File: config.mk
export PLATFORM = sky130hd
export DESIGN_NAME = order_book_ctrl
export DESIGN_NICKNAME = d
export VERILOG_FILES = /design/src/design/order_book_pkg.sv /design/src/design/order_book_ctrl.sv
export VERILOG_INCLUDE_DIRS = /design/src /design/src/design
export SDC_FILE = /design/constraint.sdc
export NUM_CORES = 1
export LEC_CHECK = 0
export BUFFER_PORTS_ARGS = -buffer_cell sky130_fd_sc_hd__buf_4
export CORE_AREA = 10 10 203 205
export CTS_BUF_LIST = sky130_fd_sc_hd__clkbuf_8
export DETAILED_ROUTE_END_ITERATION = 16
export DIE_AREA = 0 0 213 215
export PLACE_DENSITY = 0.73
export SLEW_MARGIN = 20
export SYNTH_ARGS = -nofsm -noshare
export SYNTH_HDL_FRONTEND = slang
export SYNTH_SLANG_ARGS = --single-unit
File: constraint.sdc
create_clock -name i_clk -period 16.9 [get_ports i_clk]
set_clock_uncertainty 0.2 [all_clocks]
set_input_delay 3.38 -clock i_clk [delete_from_list [all_inputs] [get_ports i_clk]]
set_output_delay 3.38 -clock i_clk [all_outputs]
set_load 0.005 [all_outputs]
File: src/design/order_book_cfg.svh
/* order book dimensions */
`ifndef ORDER_BOOK_CFG_SVH
`define ORDER_BOOK_CFG_SVH

`define OB_NUM_STOCKS 4
`define OB_BOOK_DEPTH 8

`define OB_PRICE_W 32
`define OB_QTY_W   16
`define OB_ID_W    32
`define OB_STOCK_W 2

// slot index and per-stock count, sized for OB_BOOK_DEPTH
`define OB_SLOT_W 3
`define OB_CNT_W  4

`endif
File: src/design/order_book_pkg.sv
/* order book types */
`include "order_book_cfg.svh"

package order_book_pkg;

    // logic high is a buy, as on the feed
    typedef enum logic {
        SIDE_SELL = 1'b0,
        SIDE_BUY  = 1'b1
    } side_e;

    typedef enum logic [1:0] {
        ORD_ADD     = 2'd0,
        ORD_CANCEL  = 2'd1,
        ORD_EXECUTE = 2'd2
    } order_kind_e;

    typedef struct packed {
        order_kind_e               kind;
        side_e                     side;
        logic [`OB_STOCK_W-1:0]    stock;
        logic [`OB_QTY_W-1:0]      qty;
        logic [`OB_PRICE_W-1:0]    price;
        logic [`OB_ID_W-1:0]       id;
    } order_msg_t;

    // one resting order in a side list
    typedef struct packed {
        logic [`OB_QTY_W-1:0]      qty;
        logic [`OB_PRICE_W-1:0]    price;
        logic [`OB_ID_W-1:0]       id;
    } book_entry_t;

    typedef enum logic [1:0] {
        OB_OK        = 2'd0,
        OB_NOT_FOUND = 2'd1,
        OB_FULL      = 2'd2
    } ob_status_e;

    typedef struct packed {
        logic [`OB_STOCK_W-1:0]    stock;
        ob_status_e                status;
        logic [`OB_PRICE_W-1:0]    best_bid;
        logic [`OB_PRICE_W-1:0]    best_ask;
        logic [`OB_PRICE_W-1:0]    last_price;
    } ob_result_t;

endpackage

File: src/design/order_book_ctrl.sv
/* order book sequencer */
`timescale 1ns/100ps
`include "order_book_cfg.svh"

module order_book_ctrl
    import order_book_pkg::*;
(
    input  logic                    i_clk,
    input  logic                    i_reset_n,
    input  logic                    i_order_valid,
    input  order_msg_t              i_order,
    input  book_entry_t             i_bid_entry,
    input  book_entry_t             i_ask_entry,
    input  logic [`OB_CNT_W-1:0]    i_bid_count,
    input  logic [`OB_CNT_W-1:0]    i_ask_count,
    input  logic                    i_bid_full,
    input  logic                    i_ask_full,
    input  logic [`OB_PRICE_W-1:0]  i_best_bid,
    input  logic [`OB_PRICE_W-1:0]  i_best_ask,
    output logic [`OB_STOCK_W-1:0]  o_stock,
    output logic [`OB_SLOT_W-1:0]   o_slot,
    output side_e                   o_side,
    output logic                    o_append_bid,
    output logic                    o_append_ask,
    output logic                    o_update_bid,
    output logic                    o_update_ask,
    output logic                    o_remove_bid,
    output logic                    o_remove_ask,
    output book_entry_t             o_entry,
    output logic                    o_cache_add,
    output logic                    o_cache_load,
    output logic [`OB_PRICE_W-1:0]  o_cache_price,
    output logic                    o_book_is_busy,
    output logic                    o_data_valid,
    output ob_result_t              o_result
);

    typedef enum logic [2:0] {
        S_IDLE,
        S_ADD,
        S_SEARCH,
        S_SHIFT,
        S_RESCAN,
        S_RESPOND
    } state_e;

    state_e                    state_q;
    order_msg_t                msg_q;
    side_e                     side_q;
    logic [`OB_CNT_W-1:0]      ptr_q;
    logic [`OB_PRICE_W-1:0]    best_q;
    logic [`OB_PRICE_W-1:0]    last_price_q;
    ob_result_t                result_q;

    logic                      waiting;
    logic                      accept;
    logic                      accept_full;
    logic                      is_buy;
    logic                      hit_bid;
    logic                      hit_ask;
    logic                      search_done;
    logic                      fill_done;
    logic                      scan_last;
    logic [`OB_CNT_W-1:0]      ptr_next;
    logic [`OB_CNT_W-1:0]      max_count;
    logic [`OB_CNT_W-1:0]      side_count;
    book_entry_t               side_entry;
    logic [`OB_PRICE_W-1:0]    scan_best;
    logic [`OB_PRICE_W-1:0]    empty_price;
    logic [`OB_PRICE_W-1:0]    add_bid;
    logic [`OB_PRICE_W-1:0]    add_ask;

    assign waiting     = (state_q == S_IDLE) || (state_q == S_RESPOND);
    assign accept      = i_order_valid && waiting;
    assign accept_full = (i_order.side == SIDE_BUY) ? i_bid_full : i_ask_full;

    // while waiting the incoming stock is presented, so its full flag is ready at accept
    assign o_stock = waiting ? i_order.stock : msg_q.stock;
    assign o_slot  = ptr_q[`OB_SLOT_W-1:0];
    assign o_side  = side_q;

    assign is_buy     = (side_q == SIDE_BUY);
    assign side_entry = is_buy ? i_bid_entry : i_ask_entry;
    assign side_count = is_buy ? i_bid_count : i_ask_count;
    assign max_count  = (i_bid_count > i_ask_count) ? i_bid_count : i_ask_count;
    assign ptr_next   = ptr_q + 1'b1;

    // bid and ask lists are searched at the same slot in one cycle, bid first
    assign hit_bid     = (ptr_q < i_bid_count) && (i_bid_entry.id == msg_q.id);
    assign hit_ask     = (ptr_q < i_ask_count) && (i_ask_entry.id == msg_q.id);
    assign search_done = (ptr_next >= max_count);

    // remaining quantity at or below zero removes the order
    assign fill_done = (msg_q.kind == ORD_CANCEL) || (side_entry.qty <= msg_q.qty);

    assign empty_price = is_buy ? {`OB_PRICE_W{1'b0}} : {`OB_PRICE_W{1'b1}};
    assign scan_last   = (ptr_next >= side_count);

    always_comb begin
        scan_best = best_q;
        if (ptr_q < side_count) begin
            if (is_buy ? (side_entry.price > best_q) : (side_entry.price < best_q)) begin
                scan_best = side_entry.price;
            end
        end
    end

    // cache contents after this add, for the result word
    assign add_bid = (is_buy && msg_q.price > i_best_bid) ? msg_q.price : i_best_bid;
    assign add_ask = (!is_buy && msg_q.price < i_best_ask) ? msg_q.price : i_best_ask;

    assign o_entry = (state_q == S_ADD) ? {msg_q.qty, msg_q.price, msg_q.id} :
                     {side_entry.qty - msg_q.qty, side_entry.price, side_entry.id};

    assign o_append_bid  = (state_q == S_ADD) && is_buy;
    assign o_append_ask  = (state_q == S_ADD) && !is_buy;
    assign o_update_bid  = (state_q == S_SHIFT) && is_buy && !fill_done;
    assign o_update_ask  = (state_q == S_SHIFT) && !is_buy && !fill_done;
    assign o_remove_bid  = (state_q == S_SHIFT) && is_buy && fill_done;
    assign o_remove_ask  = (state_q == S_SHIFT) && !is_buy && fill_done;
    assign o_cache_add   = (state_q == S_ADD);
    assign o_cache_load  = (state_q == S_RESCAN) && scan_last;
    assign o_cache_price = (state_q == S_ADD) ? msg_q.price : scan_best;

    assign o_book_is_busy = !waiting;
    assign o_data_valid   = (state_q == S_RESPOND);
    assign o_result       = result_q;

    always_ff @(posedge i_clk) begin
        if (!i_reset_n) begin
            state_q      <= S_IDLE;
            last_price_q <= '0;
        end else begin
            case (state_q)
                S_IDLE, S_RESPOND: begin
                    state_q <= S_IDLE;
                    if (accept) begin
                        if (i_order.kind != ORD_ADD) begin
                            state_q <= S_SEARCH;
                        end else if (accept_full) begin
                            state_q <= S_RESPOND;
                        end else begin
                            state_q <= S_ADD;
                        end
                    end
                end
                S_ADD: state_q <= S_RESPOND;
                S_SEARCH: begin
                    if (hit_bid || hit_ask) begin
                        state_q <= S_SHIFT;
                        if (msg_q.kind == ORD_EXECUTE) begin
                            last_price_q <= msg_q.price;
                        end
                    end else if (search_done) begin
                        state_q <= S_RESPOND;
                    end
                end
                S_SHIFT: state_q <= S_RESCAN;
                S_RESCAN: begin
                    if (scan_last) begin
                        state_q <= S_RESPOND;
                    end
                end
                default: state_q <= S_IDLE;
            endcase
        end
    end

    always_ff @(posedge i_clk) begin
        case (state_q)
            S_IDLE, S_RESPOND: begin
                if (accept) begin
                    msg_q  <= i_order;
                    side_q <= i_order.side;
                    ptr_q  <= '0;
                    result_q <= {i_order.stock, OB_FULL, i_best_bid, i_best_ask, last_price_q};
                end
            end
            S_ADD: begin
                result_q <= {msg_q.stock, OB_OK, add_bid, add_ask, last_price_q};
            end
            S_SEARCH: begin
                if (hit_bid) begin
                    side_q <= SIDE_BUY;
                end else if (hit_ask) begin
                    side_q <= SIDE_SELL;
                end else begin
                    ptr_q    <= ptr_next;
                    result_q <= {msg_q.stock, OB_NOT_FOUND, i_best_bid, i_best_ask,
                                 last_price_q};
                end
            end
            S_SHIFT: begin
                ptr_q  <= '0;
                best_q <= empty_price;
            end
            S_RESCAN: begin
                ptr_q  <= ptr_next;
                best_q <= scan_best;
                if (is_buy) begin
                    result_q <= {msg_q.stock, OB_OK, scan_best, i_best_ask, last_price_q};
                end else begin
                    result_q <= {msg_q.stock, OB_OK, i_best_bid, scan_best, last_price_q};
                end
            end
            default: ;
        endcase
    end

    // rejected adds go straight to respond, so a full list is never appended
    no_append_when_full: assert property (@(posedge i_clk) disable iff (!i_reset_n)
        (o_append_bid |-> !i_bid_full) and (o_append_ask |-> !i_ask_full));

    // the search pointer stays inside the occupied slots of the longer list
    busy_during_search: assert property (@(posedge i_clk) disable iff (!i_reset_n)
        (state_q == S_SEARCH) |-> o_book_is_busy && (ptr_q == '0 || ptr_q < max_count));

endmodule

==> results_dict.tcl <==
set metrics [dict create \
    status "finished clean" \
    path_cells "buf_4 -> mux2_2 -> ha_1 -> nand4_1 -> nor3_1 -> a221oi_1 -> a21oi_1 -> o211a_1 -> o21a_2 -> buf_4 -> mux2i_1 -> o21ai_0 -> buf_4" \
    port_buffers 549 \
    dieArea_sq_um 45800 \
    critPathCaptureType "output pin" \
    yosysWarnings 0 \
    synth_xor_area_share_pct 4.04 \
    globalplace.congestion 1.01 \
    yosysUniqueCellTypes 63 \
    clk_path_buf_depth 3 \
    rr_startpoint "o_side$_DFFE_PP_" \
    vdd_ir_drop_max_mv 0.0983 \
    netlist_area_sq_um 16900 \
    finalMaxSlewViolations 0 \
    synthFlopType "edfxtp_1" \
    synth_top_area_share_pct 39.3 \
    grt_setup_unrepaired "false" \
    cts_resized 0 \
    critical_path.startpoint_type "input port" \
    rows 71 \
    yosysMostFrequentCell "edfxtp_1" \
    synth_compound_area_share_pct 15.2 \
    synth_top_cells_by_count "221 x edfxtp_1, 173 x nand2_1, 163 x o21ai_0" \
    drt-pass1-iter-count 6 \
    slew_headroom_pct 21.8 \
    path_clk_slew_ns 0.06 \
    crit_top_cell "buf_4" \
    ctsHtreeMaxLevel 2 \
    fin_nets 2732 \
    ant_nets 0 \
    yosys.area_share.adder_pct 10.1 \
    wl_per_cell_um 25.6 \
    vias 16200 \
    worstHoldPathType "flop to flop" \
    worstHoldStart "last_price_q[12]$_SDFFE_PN0P_" \
    core-area_sq_um 37200 \
    viasPerCell 5.81 \
    cts_hold_buf 0 \
    leakage_nw 9.99 \
    muxShareOfSynthArea_pct 7.67 \
    wl_mm 71.7 \
    grt_max_degree 98 \
    antenna_found_initial 7 \
    start_util_pct 45.4 \
    clk_latency_ns 0.65 \
    crit_buf_inv 3 \
    synth_top_family_by_area "compound AO/OA/AOI/OAI gates" \
    dieHeight_um 215 \
    slowest_delay_ns 0.55 \
    clock_sinks 256 \
    ios 550 \
    synth.area.top_cells "edfxtp_1 39%, ha_1 9.9%, o21ai_0 4.8%" \
    grt_pass1_vias 16700 \
    area_delta_synth_final_pct 32.9 \
    ctsRootBufferMaster "clkbuf_8" \
    cp_max_fo 18 \
    cts_tree "built" \
    p_total_w 0.00389 \
    grt_usage_pct 30.2 \
    timing.fmax_ghz 0.0895 \
    path_delay_family "compound AO/OA/AOI/OAI gates" \
    post_cts_buffers 0 \
    tightestPinTransition_ns 1.17 \
    synth_area_per_cell_sq_um 9.67 \
    setup_violations 0 \
    cp_slowest_cell "nor3_1" \
    grt-ovfl-total 0 \
    hpwl_mm 54.8 \
    synthArstFlopShare_pct 0 \
    drt_iter0_markers 1305 \
    die_width_um 213 \
    drive_gt1_share_pct 30.5 \
    ys_seq_area_share_pct 43.4 \
    period_share_pct 66.1 \
    synth_top_area_cell "edfxtp_1" \
    setup.worst_path.class "input port to output pin" \
    drc 0 \
    synthSimpleGateAreaFrac_pct 14.1 \
    worst-endpoint-required_ns 13.32 \
    cap_violations 0 \
    cts_buffers 49 \
    syn_inst 1747 \
    synth_nets 2204 \
    hold_viol_final 0 \
    startpoint "i_bid_entry[61]" \
    powerDensity_nw_per_um2 173 \
    min_period_ns 11.17 \
    grt_pass1_wl_mm 105 \
    synth_edf_count 221 \
    tns_ns 0 \
    worstPathArrival_ns 7.59 \
    synth_seq_cells 256 \
]
[state kept, by name (all words and copies together), names as in the netlist]
register      count
last_price_q     32
msg_q            84
ptr_q             4
best_q           32
o_result        100
state_q           3
o_side            1
[area by class of cell]
type	count	area [sq um]
clock buffers	55	757
fillers	3187	14800
well taps	474	593
multi-input cells	1267	8710
repair buffers	566	4250
inverters	135	514
flip-flops and latches	256	7340
diodes	6	15.0
clock inverters	36	283
[cells by family (layout without fill, tap and decap cells)]
kind of cell | Yosys count | after routing
compound gates | 409 | 409
xor+xnor | 78 | 78
simple gates | 521 | 521
mux | 123 | 123
flops | 256 | 256
buf+inv | 224 | 792
other cells | 0 | 6
fa+ha+maj | 136 | 136
[routing by layer]
layer | share of wire, % | track usage (%) | vias up
li1 | - | - | 7426
met3 | 11 | 8.78 | 153
met2 | 50 | 52.5 | 943
met4 | 4.3 | 13.4 | 2
met5 | 0.018 | 0 | -
met1 | 35 | 33.4 | 7720
[path summary, 6_finish.rpt]
path | to | slack (ns) | cells after the start
worst max-delay path | o_cache_price[12] | 5.73 | 13
worst min-delay path | o_result[12]$_DFFE_PP_ | 0.21 | 0
worst max register to register | best_q[10]$_DFFE_PP_ | 10.85 | 12
worst min register to register | o_result[12]$_DFFE_PP_ | 0.21 | 0
[metrics by stage]
step	cell area (sq um)	cells	utilization, %	hold slack [ns]	worst slack [ns]
3_3_place_gp	21400	2698	57.5	0.213	5.94
2_1_floorplan	16900	1747	-	0.208	6.74
5_1_grt	22500	2795	60.3	0.230	5.68
4_1_cts	22400	2789	60.3	0.216	5.79
3_5_place_dp	21400	2698	57.5	0.212	5.78
6_report	22500	2795	60.3	0.214	5.73
[layout by cell type, fill, tap and decap left out, types with 14 or more instances in the layout]
| cell | synthesis | routed |
|---|---|---|
| nor3_1 | 58 | 58 |
| nand2_1 | 173 | 172 |
| xnor2_1 | 39 | 39 |
| a22o_1 | 21 | 21 |
| nand3_1 | 51 | 51 |
| inv_1 | 134 | 146 |
| nor2b_1 | 26 | 26 |
| ha_1 | 134 | 134 |
| o22ai_1 | 17 | 17 |
| mux2_2 | 52 | 52 |
| edfxtp_1 | 221 | 221 |
| a211o_1 | 20 | 20 |
| o21ai_0 | 163 | 163 |
| nor4_1 | 14 | 14 |
| a22oi_1 | 54 | 54 |
| dfxtp_1 | 35 | 35 |
| xor2_1 | 39 | 39 |
| nand4_1 | 28 | 28 |
| nor2_1 | 140 | 139 |
| mux2i_1 | 71 | 71 |
| clkbuf_8 | 0 | 55 |
| a21oi_1 | 58 | 57 |
| buf_4 | 5 | 566 |
[power by group]
group          switching, W  total [W]  leakage (nW)  internal, W
logic               0.00113    0.00201          6.98     0.000883
registers          0.000202    0.00121          2.43      0.00101
clock network      0.000298   0.000661         0.580     0.000363
total               0.00163    0.00389          9.99      0.00226
Power figures use the tool's default switching activity.
