## src/design/order_book_cfg.svh

```systemverilog
/* order book dimensions */
`ifndef ORDER_BOOK_CFG_SVH
`define ORDER_BOOK_CFG_SVH

`define OB_NUM_STOCKS 4
`define OB_BOOK_DEPTH 8

`define OB_PRICE_W 32
`define OB_QTY_W   16
`define OB_ID_W    32
`define OB_STOCK_W 2

// slot index and per-stock count, sized for OB_BOOK_DEPTH
`define OB_SLOT_W 3
`define OB_CNT_W  4

`endif
```

## src/design/order_book_pkg.sv

```systemverilog
/* order book types */
`include "order_book_cfg.svh"

package order_book_pkg;

    // logic high is a buy, as on the feed
    typedef enum logic {
        SIDE_SELL = 1'b0,
        SIDE_BUY  = 1'b1
    } side_e;

    typedef enum logic [1:0] {
        ORD_ADD     = 2'd0,
        ORD_CANCEL  = 2'd1,
        ORD_EXECUTE = 2'd2
    } order_kind_e;

    typedef struct packed {
        order_kind_e               kind;
        side_e                     side;
        logic [`OB_STOCK_W-1:0]    stock;
        logic [`OB_QTY_W-1:0]      qty;
        logic [`OB_PRICE_W-1:0]    price;
        logic [`OB_ID_W-1:0]       id;
    } order_msg_t;

    // one resting order in a side list
    typedef struct packed {
        logic [`OB_QTY_W-1:0]      qty;
        logic [`OB_PRICE_W-1:0]    price;
        logic [`OB_ID_W-1:0]       id;
    } book_entry_t;

    typedef enum logic [1:0] {
        OB_OK        = 2'd0,
        OB_NOT_FOUND = 2'd1,
        OB_FULL      = 2'd2
    } ob_status_e;

    typedef struct packed {
        logic [`OB_STOCK_W-1:0]    stock;
        ob_status_e                status;
        logic [`OB_PRICE_W-1:0]    best_bid;
        logic [`OB_PRICE_W-1:0]    best_ask;
        logic [`OB_PRICE_W-1:0]    last_price;
    } ob_result_t;

endpackage

```

## src/design/best_price_cache.sv

```systemverilog
/* best bid and ask cache */
`timescale 1ns/100ps
`include "order_book_cfg.svh"

module best_price_cache
    import order_book_pkg::*;
(
    input  logic                    i_clk,
    input  logic                    i_reset_n,
    input  logic [`OB_STOCK_W-1:0]  i_stock,
    input  side_e                   i_side,
    input  logic                    i_add,
    input  logic                    i_load,
    input  logic [`OB_PRICE_W-1:0]  i_price,
    output logic [`OB_PRICE_W-1:0]  o_best_bid,
    output logic [`OB_PRICE_W-1:0]  o_best_ask
);

    logic [`OB_PRICE_W-1:0]    bid_q [`OB_NUM_STOCKS];
    logic [`OB_PRICE_W-1:0]    ask_q [`OB_NUM_STOCKS];
    logic [`OB_PRICE_W-1:0]    cur_bid;
    logic [`OB_PRICE_W-1:0]    cur_ask;
    logic                      bid_wr;
    logic                      ask_wr;

    assign cur_bid = bid_q[i_stock];
    assign cur_ask = ask_q[i_stock];

    // a load takes the scanned price as is, an add only improves
    assign bid_wr = (i_side == SIDE_BUY) && (i_load || (i_add && i_price > cur_bid));
    assign ask_wr = (i_side == SIDE_SELL) && (i_load || (i_add && i_price < cur_ask));

    always_ff @(posedge i_clk) begin
        if (!i_reset_n) begin
            // empty bid shows 0, empty ask shows all ones
            for (int s = 0; s < `OB_NUM_STOCKS; s++) begin
                bid_q[s] <= '0;
                ask_q[s] <= '1;
            end
        end else begin
            if (bid_wr) begin
                bid_q[i_stock] <= i_price;
            end
            if (ask_wr) begin
                ask_q[i_stock] <= i_price;
            end
        end
    end

    assign o_best_bid = cur_bid;
    assign o_best_ask = cur_ask;

endmodule

```

## config.mk

```make
export PLATFORM = sky130hd
export DESIGN_NAME = best_price_cache
export DESIGN_NICKNAME = d
export VERILOG_FILES = /design/src/design/order_book_pkg.sv /design/src/design/best_price_cache.sv
export VERILOG_INCLUDE_DIRS = /design/src /design/src/design
export SDC_FILE = /design/constraint.sdc
export NUM_CORES = 1
export LEC_CHECK = 0
export ABC_CLOCK_PERIOD_IN_PS = 7900
export BUFFER_PORTS_ARGS = -buffer_cell sky130_fd_sc_hd__clkbuf_2
export CORE_MARGIN = 2
export CORE_UTILIZATION = 35
export CTS_CLUSTER_SIZE = 12
export DETAILED_ROUTE_END_ITERATION = 12
export PLACE_DENSITY = 0.49
export SLEW_MARGIN = 20
export SYNTH_ARGS = -nofsm -noshare
export SYNTH_HDL_FRONTEND = slang
export SYNTH_SLANG_ARGS = --single-unit
export TNS_END_PERCENT = 20
```

## constraint.sdc

```tcl
create_clock -name i_clk -period 7.9 [get_ports i_clk]
set_input_delay 1.975 -clock i_clk [delete_from_list [all_inputs] [get_ports i_clk]]
set_output_delay 1.975 -clock i_clk [all_outputs]
set_load 0.01 [all_outputs]
```

==> results.toml, run 1 <==
[clock_tree]
cts_buffers = 28
cts_setup_buffers = 0
path_clk_slew_ps = 60
cts_root_buf = "clkbuf_16"
insertion_delay_ps = 540
cts_tree = "done"
cts_hold_buf = 0
cts_max_path_buffers = 3
clock-sinks = 256
cts-resized-gates = 0
cts.htree.levels = 1

[worst_setup_path]
start_kind = "primary input"
path_delay_family = "buffers and inverters"
path_max_fanout = 40
arrival_ps = 6280
path_cells = "buf_4 > buf_4 > mux4_2 > inv_1 > ha_1 > a21oi_1 > o21ai_0 > a221oi_1 > o21ai_0 > a211o_1 > a22oi_2 > buf_4 > o21ai_4 > buf_4"
worstRegToRegCells = 12
crit_cells = 14
endpoint_kind = "flip-flop"
critPathMaxStageDelay_ps = 590
path_buf_inv = 5
worstSetupPathType = "primary input to flip-flop"
timing.critical_path.mode_cell = "buf_4"
cp.required_ps = 8180
critical-path-slowest-cell = "buf_4"

[power]
intPower_uw = 2400
totalPowerFinal_uw = 3210
power.leakage_uw = 0.00512
switching_share = 0.252
max-vdd-ir-drop_uv = 134
seq_power_share = 0.491
p_per_area_nw_per_um2 = 217
power.switching_uw = 807
pwr-share-comb = 0.125
p_clk_frac = 0.384

[sta]
fmax_ghz = 0.167
tightest_slew_ps = 1100
setup_tns_ps = 0
hold_viol = 0
skew_ps = 9.80
slew_violations = 0
setup_viol = 0
fin_crit_ps = 6000
grt_setup_unrepaired = "false"
period_share = 0.760
slew-limit-headroom = 0.265

[floorplanning]
die_area_um2 = 38200
dieWidth_um = 196
initial_core_util = 0.353
ios = 103
rows = 70
die_h_um = 196
fp.coreArea_um2 = 36300

[worst_hold_path]
min_path_cells = 7
min_path_type = "flip-flop to flip-flop"

[global_route]
grt_max_degree = 47
grt_usage = 0.185
antenna_found_initial = 1
grt_pass1_wl_mm = 53.1
grt_pass1_vias = 8318
grt_overflow = 0

[synthesis]
synth_area_um2 = 12800
ys_types = 34
synth_nets = 1043
ys_ff_latch = 256
ys_seq_area_frac = 0.599
postSynthCellCount = 941
syn_area_per_cell_um2 = 13.6
synth_warnings = 0

[route]
drtPass1Iterations = 5
routed_wl_mm = 34.7
vias = 7942
drc = 0
wl_per_cell_um = 22.7
avgViaCountPerCell = 5.20
drtIter0Drc = 603
drtAntennaViolNets = 0

[layout]
drive_above_1_share = 0.227
fin_nets = 1140
areaGrowthSynthToFinish_pct = 15.3

[placement]
hpwl_mm = 22.6
portBuffers = 102
gp_congestion = 0.770

[run]
maxCapViolations = 0

[status]
status = "complete, no violations"
layer usage:
layer | global-route usage | up-vias | wire length (µm)
li1 | - | 3682 | -
met1 | 0.250 | 4052 | 15700
met2 | 0.311 | 158 | 16700
met3 | 0.0294 | 50 | 1550
met4 | 0.0452 | 0 | 708
met5 | 0 | - | 0
per-stage QoR:
step	std cells	area [µm²]	hold WS, ps	util	setup slack [ps]
global placement	1476	14000	1760	0.384	1390
finish	1528	14800	1760	0.407	1900
global route	1528	14800	1840	0.407	1560
CTS	1527	14800	1770	0.407	1850
floorplan	941	12800	1230	-	537
detailed placement	1476	14000	1760	0.384	1290
worst paths after layout:
path | from | to | slack (ps)
worst min-delay path | ask_q[3][0] | ask_q[3][12] | 1760
worst max register to register | bid_q[1][1] | bid_q[1][5] | 4010
worst max-delay path | i_stock[0] | bid_q[1][5] | 1900
worst min register to register | ask_q[3][0] | ask_q[3][12] | 1760
final cells by class:
type | count | area [µm²]
fill | 3404 | 21600
sequential | 256 | 7690
multi-input combinational | 561 | 4710
clock buffer | 39 | 763
timing repair buffer | 126 | 721
tap | 468 | 586
inverter | 65 | 244
clock inverter | 12 | 80.1
antenna | 1 | 2.50
worst reg2reg max path: stages (launching register included):
cell	delay, ps
edfxtp_1	380
mux4_2	480
inv_1	70
ha_1	220
nor2b_1	130
o211ai_1	230
a21oi_1	100
o311a_1	350
a211o_1	280
a22oi_2	500
buf_4	500
o21ai_4	110
buf_4	260
cell families after synthesis:
logic type	synth area share
compound gates	0.0303
mux	0.112
simple gates	0.154
flops	0.599
fa+ha+maj	0.0614
buf+inv	0.0435
cells in the mapped netlist, drive strengths merged:
master	n	area, µm²
nand4	12	75.1
a221oi	2	17.5
nor3b	93	698
a21boi	1	7.51
nor3	4	20.0
o311a	1	10.0
or4	1	7.51
nor2	44	165
o2111ai	1	8.76
a211oi	8	60.1
a22oi	1	12.5
ha	63	788
o21ai	17	85.1
inv	65	244
a31o	1	8.76
a21oi	19	95.1
clkbuf	26	97.6
nand2b	4	25.0
or2	1	6.26
a21o	2	15.0
a211o	2	17.5
nor2b	35	219
and2	31	194
nand3	6	30.0
mux4	64	1440
a31oi	1	6.26
o211ai	5	37.5
nor4	2	12.5
o31ai	1	7.51
edfxtp	256	7690
nand2	139	522
buf	33	216
power groups by stage:
| stage | Sequential (µW) | Clock [µW] | Combinational [µW] |
|---|---|---|---|
| 2_1_floorplan | 1600 | 0 | 252 |
| 3_3_place_gp | 1600 | 0 | 408 |
| 3_5_place_dp | 1600 | 0 | 410 |
| 4_1_cts | 1580 | 1250 | 411 |
| 5_1_grt | 1580 | 1310 | 447 |
| 6_report | 1570 | 1230 | 402 |
sequential cells by signal (all words and copies together), names as in the netlist:
signal and flops:
ask_q 128, bid_q 128
layout by cell type, fill, tap and decap left out, types with 3 or more instances in the layout:
cell type / n
a211oi_1: 8
a21oi_1: 19
and2_1: 31
buf_4: 24
clkbuf_1: 10
clkbuf_16: 29
clkbuf_2: 100
clkinv_1: 7
clkinv_2: 3
edfxtp_1: 256
ha_1: 63
inv_1: 65
mux4_2: 64
nand2_1: 139
nand2b_2: 3
nand3_1: 6
nand4_1: 12
nor2_1: 41
nor2_4: 3
nor2b_1: 35
nor3_1: 4
nor3b_1: 93
o211ai_1: 5
o21ai_0: 9
o21ai_4: 8
Note: power is estimated with default switching activity, not from simulation.
==> inputs of run 2 (changes only) <==
--- a/config.mk
+++ b/config.mk
@@ -6,7 +6,7 @@
 export SDC_FILE = /design/constraint.sdc
 export NUM_CORES = 1
 export LEC_CHECK = 0
-export ABC_CLOCK_PERIOD_IN_PS = 7900
+export ABC_CLOCK_PERIOD_IN_PS = 5750
 export BUFFER_PORTS_ARGS = -buffer_cell sky130_fd_sc_hd__clkbuf_2
 export CORE_MARGIN = 2
 export CORE_UTILIZATION = 35
==> constraint.sdc (replaced) <==
create_clock -name i_clk -period 5.75 [get_ports i_clk]
set_input_delay 1.4375 -clock i_clk [delete_from_list [all_inputs] [get_ports i_clk]]
set_output_delay 1.4375 -clock i_clk [all_outputs]
set_load 0.01 [all_outputs]
==> results.toml, run 2 (synthesis results as in run 1) <==
[sta]
fin_crit_ps = 4900
slew_violations = 0
tightest_slew_ps = 1010
slew-limit-headroom = 0.324
setup_viol = 0
fmax_ghz = 0.204
holdWs_ps = 1320
grt_setup_unrepaired = "false"
period_share = 0.853
hold_viol = 0
skew_ps = 19.4

[clock_tree]
cts-resized-gates = 0
clock-sinks = 256
cts_root_buf = "clkbuf_16"
cts_buffers = 29
path_clk_slew_ps = 60
insertion_delay_ps = 550
cts_setup_buffers = 0
cts_hold_buf = 0
cts_max_path_buffers = 3
cts_tree = "done"
cts.htree.levels = 1

[worst_setup_path]
endpoint_kind = "flip-flop"
reg2reg_slack_ps = 1920
start_kind = "primary input"
timing.critical_path.mode_cell = "buf_4"
crit_end = "bid_q[0][24]"
critPathMaxStageDelay_ps = 530
critical-path-slowest-cell = "mux4_2"
worstSetupPathType = "primary input to flip-flop"
cp.required_ps = 6000
rr_startpoint = "ask_q[3][13]"
arrival_ps = 5150
r2r-end = "ask_q[0][8]"
path_max_fanout = 52
critPathLaunch = "i_stock[0]"
path_cells = "buf_4 > buf_4 > mux4_2 > inv_1 > ha_1 > a21oi_1 > o21ai_0 > a221oi_1 > o21ai_0 > a211o_1 > a22oi_2 > buf_12 > buf_4 > nor3b_1"
worstRegToRegCells = 13

[placement]
portBuffers = 102
gp_congestion = 0.765
hpwl_mm = 22.8
dp_cells = 1492
dpl-instance-area_um2 = 14200

[global_route]
grt_use_met3 = 0.0282
use_met1 = 0.250
grt_pass1_wl_mm = 53.2
grt_max_degree = 53
grt_pass1_vias = 8437
grt_usage = 0.188
grt_overflow = 0
antenna_found_initial = 1
use_met2 = 0.324
busiest_layer = "met2"

[route]
drtPass1Iterations = 4
vias = 7996
drtAntennaViolNets = 0
drc = 0
avgViaCountPerCell = 5.18
routed_wl_mm = 35.4
drtIter0Drc = 544
wl_per_cell_um = 22.9

[power]
power.leakage_uw = 0.00528
max-vdd-ir-drop_uv = 203
p_per_area_nw_per_um2 = 300

[floorplanning]
fp.coreArea_um2 = 36300
die_area_um2 = 38200
die_h_um = 196
dieWidth_um = 196
ios = 103
rows = 70
initial_core_util = 0.353

[status]
status = "complete, no violations"

[layout]
fin_cells = 1545
final_common_cell = "edfxtp_1"
nFillCells = 3406
areaGrowthSynthToFinish_pct = 17.5
fin_util = 0.415
n_antenna_cell = 0
reg_top3 = "ask_q: 128 flops, bid_q: 128 flops"
drive_above_1_share = 0.242
postLayoutCellArea_um2 = 15100
final_cell_mix = "256 x edfxtp_1, 139 x nand2_1, 100 x clkbuf_2"
fin_nets = 1157

[worst_hold_path]
min_path_type = "primary input to flip-flop"

[run]
maxCapViolations = 0
==> run 2: per-stage QoR <==
stage | power [µW] | worst slack, ps | setup TNS, ps
final | 4530 | 846 | 0
after global routing | 4700 | 573 | 0
after floorplan | 2540 | -225 | -48300
after detailed placement | 2790 | 291 | 0
after CTS | 4580 | 811 | 0
after global placement | 2790 | 364 | 0
==> run 2: critical path, delay by kind of cell <==
kind,cells,cell delay (ps)
AO/OA/AOI/OAI,6,1470
adder cells (fa/ha/maj),1,230
buffers and inverters,5,1330
multiplexers,1,530
AND/OR/NAND/NOR,1,100
==> run 2: layer usage <==
layer,part of all wire,vias up
li1,-,3710
met1,0.43,4045
met2,0.50,196
met3,0.046,43
met4,0.022,2
met5,0.00037,-
==> run 2: worst min path at each step <==
stage / start / endpoint / slack [ps] / depth (start not counted)
3_5_place_dp: bid_q[0][0] / bid_q[3][7] / 1580 / 8
2_1_floorplan: ask_q[0][0] / ask_q[3][0] / 1230 / 6
3_3_place_gp: bid_q[0][0] / bid_q[3][4] / 1570 / 8
5_1_grt: i_price[6] / ask_q[2][6] / 1320 / 3
6_report: i_price[31] / ask_q[2][31] / 1320 / 3
4_1_cts: i_price[31] / ask_q[2][31] / 1300 / 3
==> run 2: report_power, final <==
| group | total, µW | internal, µW | switching, µW | leakage, µW |
|---|---|---|---|---|
| Clock | 1790 | 1060 | 738 | 0.000450 |
| Combinational | 578 | 210 | 368 | 0.00251 |
| Sequential | 2160 | 2140 | 18.8 | 0.00232 |
| Total | 4530 | 3410 | 1130 | 0.00528 |
==> run 2: area by class of cell <==
type                       count  area, µm²  area share
multi-input combinational    561       4700       0.311
clock inverter                18        164      0.0109
timing repair buffer         142        966      0.0640
sequential                   256       7690       0.509
tap                          468        586      0.0388
inverter                      65        244      0.0162
clock buffer                  35        748      0.0496
==> inputs of run 3 (changes only) <==
--- a/config.mk
+++ b/config.mk
@@ -7,7 +7,7 @@
 export NUM_CORES = 1
 export LEC_CHECK = 0
 export ABC_CLOCK_PERIOD_IN_PS = 5750
-export BUFFER_PORTS_ARGS = -buffer_cell sky130_fd_sc_hd__clkbuf_2
+export BUFFER_PORTS_ARGS = -buffer_cell sky130_fd_sc_hd__buf_2
 export CORE_MARGIN = 2
 export CORE_UTILIZATION = 35
 export CTS_CLUSTER_SIZE = 12
==> results.toml, run 3 (synthesis results as in run 1) <==
[status]
status = "complete, no violations"

[placement]
dpl-instance-area_um2 = 14300
hpwl_mm = 22.9
dp_worst_setup_slack_ps = 347
gp_congestion = 0.768
dp_cells = 1493
portBuffers = 102

[floorplanning]
fp.coreArea_um2 = 36300
dieWidth_um = 196
rows = 70
ios = 103
die_h_um = 196
initial_core_util = 0.353
die_area_um2 = 38200

[route]
drtIter0Drc = 481
maxUsedRoutingLayer = "met5"
route.met2.wl_mm = 17.7
wl_per_cell_um = 23.1
wl_met1_mm = 15.4
avgViaCountPerCell = 5.26
drtPass1Iterations = 5
routed_wl_mm = 35.7
drc = 0
route.met3.wl_mm = 1.87
vias = 8109
drtAntennaViolNets = 0

[global_route]
antenna_found_initial = 2
grt_max_degree = 42
grt_pass1_vias = 8505
grt_overflow = 0
grt_usage = 0.191
grt_pass1_wl_mm = 54.6

[power]
p_per_area_nw_per_um2 = 297
max-vdd-ir-drop_uv = 200
totalPowerFinal_uw = 4490
power.leakage_uw = 0.00525

[worst_setup_path]
critPathMaxStageDelay_ps = 520
critical-path-slowest-cell = "mux4_2"
timing.critical_path.mode_cell = "buf_4"
path_buf_inv = 6
cp.required_ps = 6000
path_max_fanout = 38
path_cells = "buf_4 > buf_12 > buf_4 > mux4_2 > inv_1 > ha_1 > nor2b_1 > o211ai_1 > a21oi_1 > o311a_1 > a211o_1 > a22oi_2 > buf_12 > buf_4 > nor3b_1"
path_delay_family = "buffers and inverters"
arrival_ps = 5080
start_kind = "primary input"
endpoint_kind = "flip-flop"
worstSetupPathType = "primary input to flip-flop"

[layout]
areaGrowthSynthToFinish_pct = 17.9
n_antenna_cell = 0
postLayoutCellArea_um2 = 15100
fin_nets = 1158
fin_cells = 1543
drive_above_1_share = 0.239
reg_top3 = "ask_q: 128 flops, bid_q: 128 flops"
final_common_cell = "edfxtp_1"
final_cell_mix = "256 x edfxtp_1, 139 x nand2_1, 100 x buf_2"
nFillCells = 3404

[clock_tree]
path_clk_slew_ps = 60
cts_hold_buf = 0
cts_buffers = 29
cts_root_buf = "clkbuf_16"
cts_setup_buffers = 0
cts.htree.levels = 1
cts-resized-gates = 0
cts_tree = "done"
insertion_delay_ps = 550
clock-sinks = 256
cts_max_path_buffers = 3

[sta]
setup_tns_ps = 0
setup_viol = 0
slew-limit-headroom = 0.283
setup_slack_ps = 927
period_share = 0.839
tightest_slew_ps = 1080
skew_ps = 10.1
grt_setup_unrepaired = "false"
fmax_ghz = 0.207
slew_violations = 0
hold_viol = 0
fin_crit_ps = 4820

[run]
maxCapViolations = 0

[worst_hold_path]
min_path_type = "primary input to flip-flop"
==> run 3: tightest hold or removal path, stage by stage <==
cell and delay (ps):
buf_2 150, nor2_1 100, nand2_1 60
==> run 3: worst paths after layout <==
kind	start	to	slack, ps	cells past startpoint
max reg2reg	bid_q[3][14]	bid_q[2][23]	2050	12
max	i_stock[0]	bid_q[2][23]	930	15
min reg2reg	bid_q[2][0]	bid_q[3][1]	1640	8
min	i_price[21]	ask_q[0][21]	1310	3
==> run 3: cell type report <==
cell class | count | area [µm²] | share of cell area
Sequential cell | 256 | 7690 | 0.508
Multi-Input combinational cell | 561 | 4700 | 0.310
Timing Repair Buffer | 143 | 1060 | 0.0701
Clock buffer | 32 | 737 | 0.0487
Tap cell | 468 | 586 | 0.0387
Inverter | 65 | 244 | 0.0161
Clock inverter | 18 | 129 | 0.00851
==> run 3: through the flow <==
| stage | hold WS, ps | utilization |
|---|---|---|
| floorplan | 1230 | - |
| global placement | 1580 | 0.393 |
| detailed placement | 1620 | 0.393 |
| CTS | 1290 | 0.417 |
| global route | 1310 | 0.417 |
| finish | 1310 | 0.417 |
==> run 3: per-layer routing <==
| metal | vias up | GRT usage |
|---|---|---|
| met2 | 200 | 0.329 |
| li1 | 3717 | - |
| met4 | 4 | 0.0444 |
| met1 | 4140 | 0.255 |
| met5 | - | 0 |
| met3 | 48 | 0.0288 |
==> run 3: where the power goes <==
part,total (µW),leakage (µW),switching (µW),internal [µW]
Sequential,2160,0.00232,19.0,2140
Combinational,594,0.00251,372,222
Clock,1730,0.000424,737,997
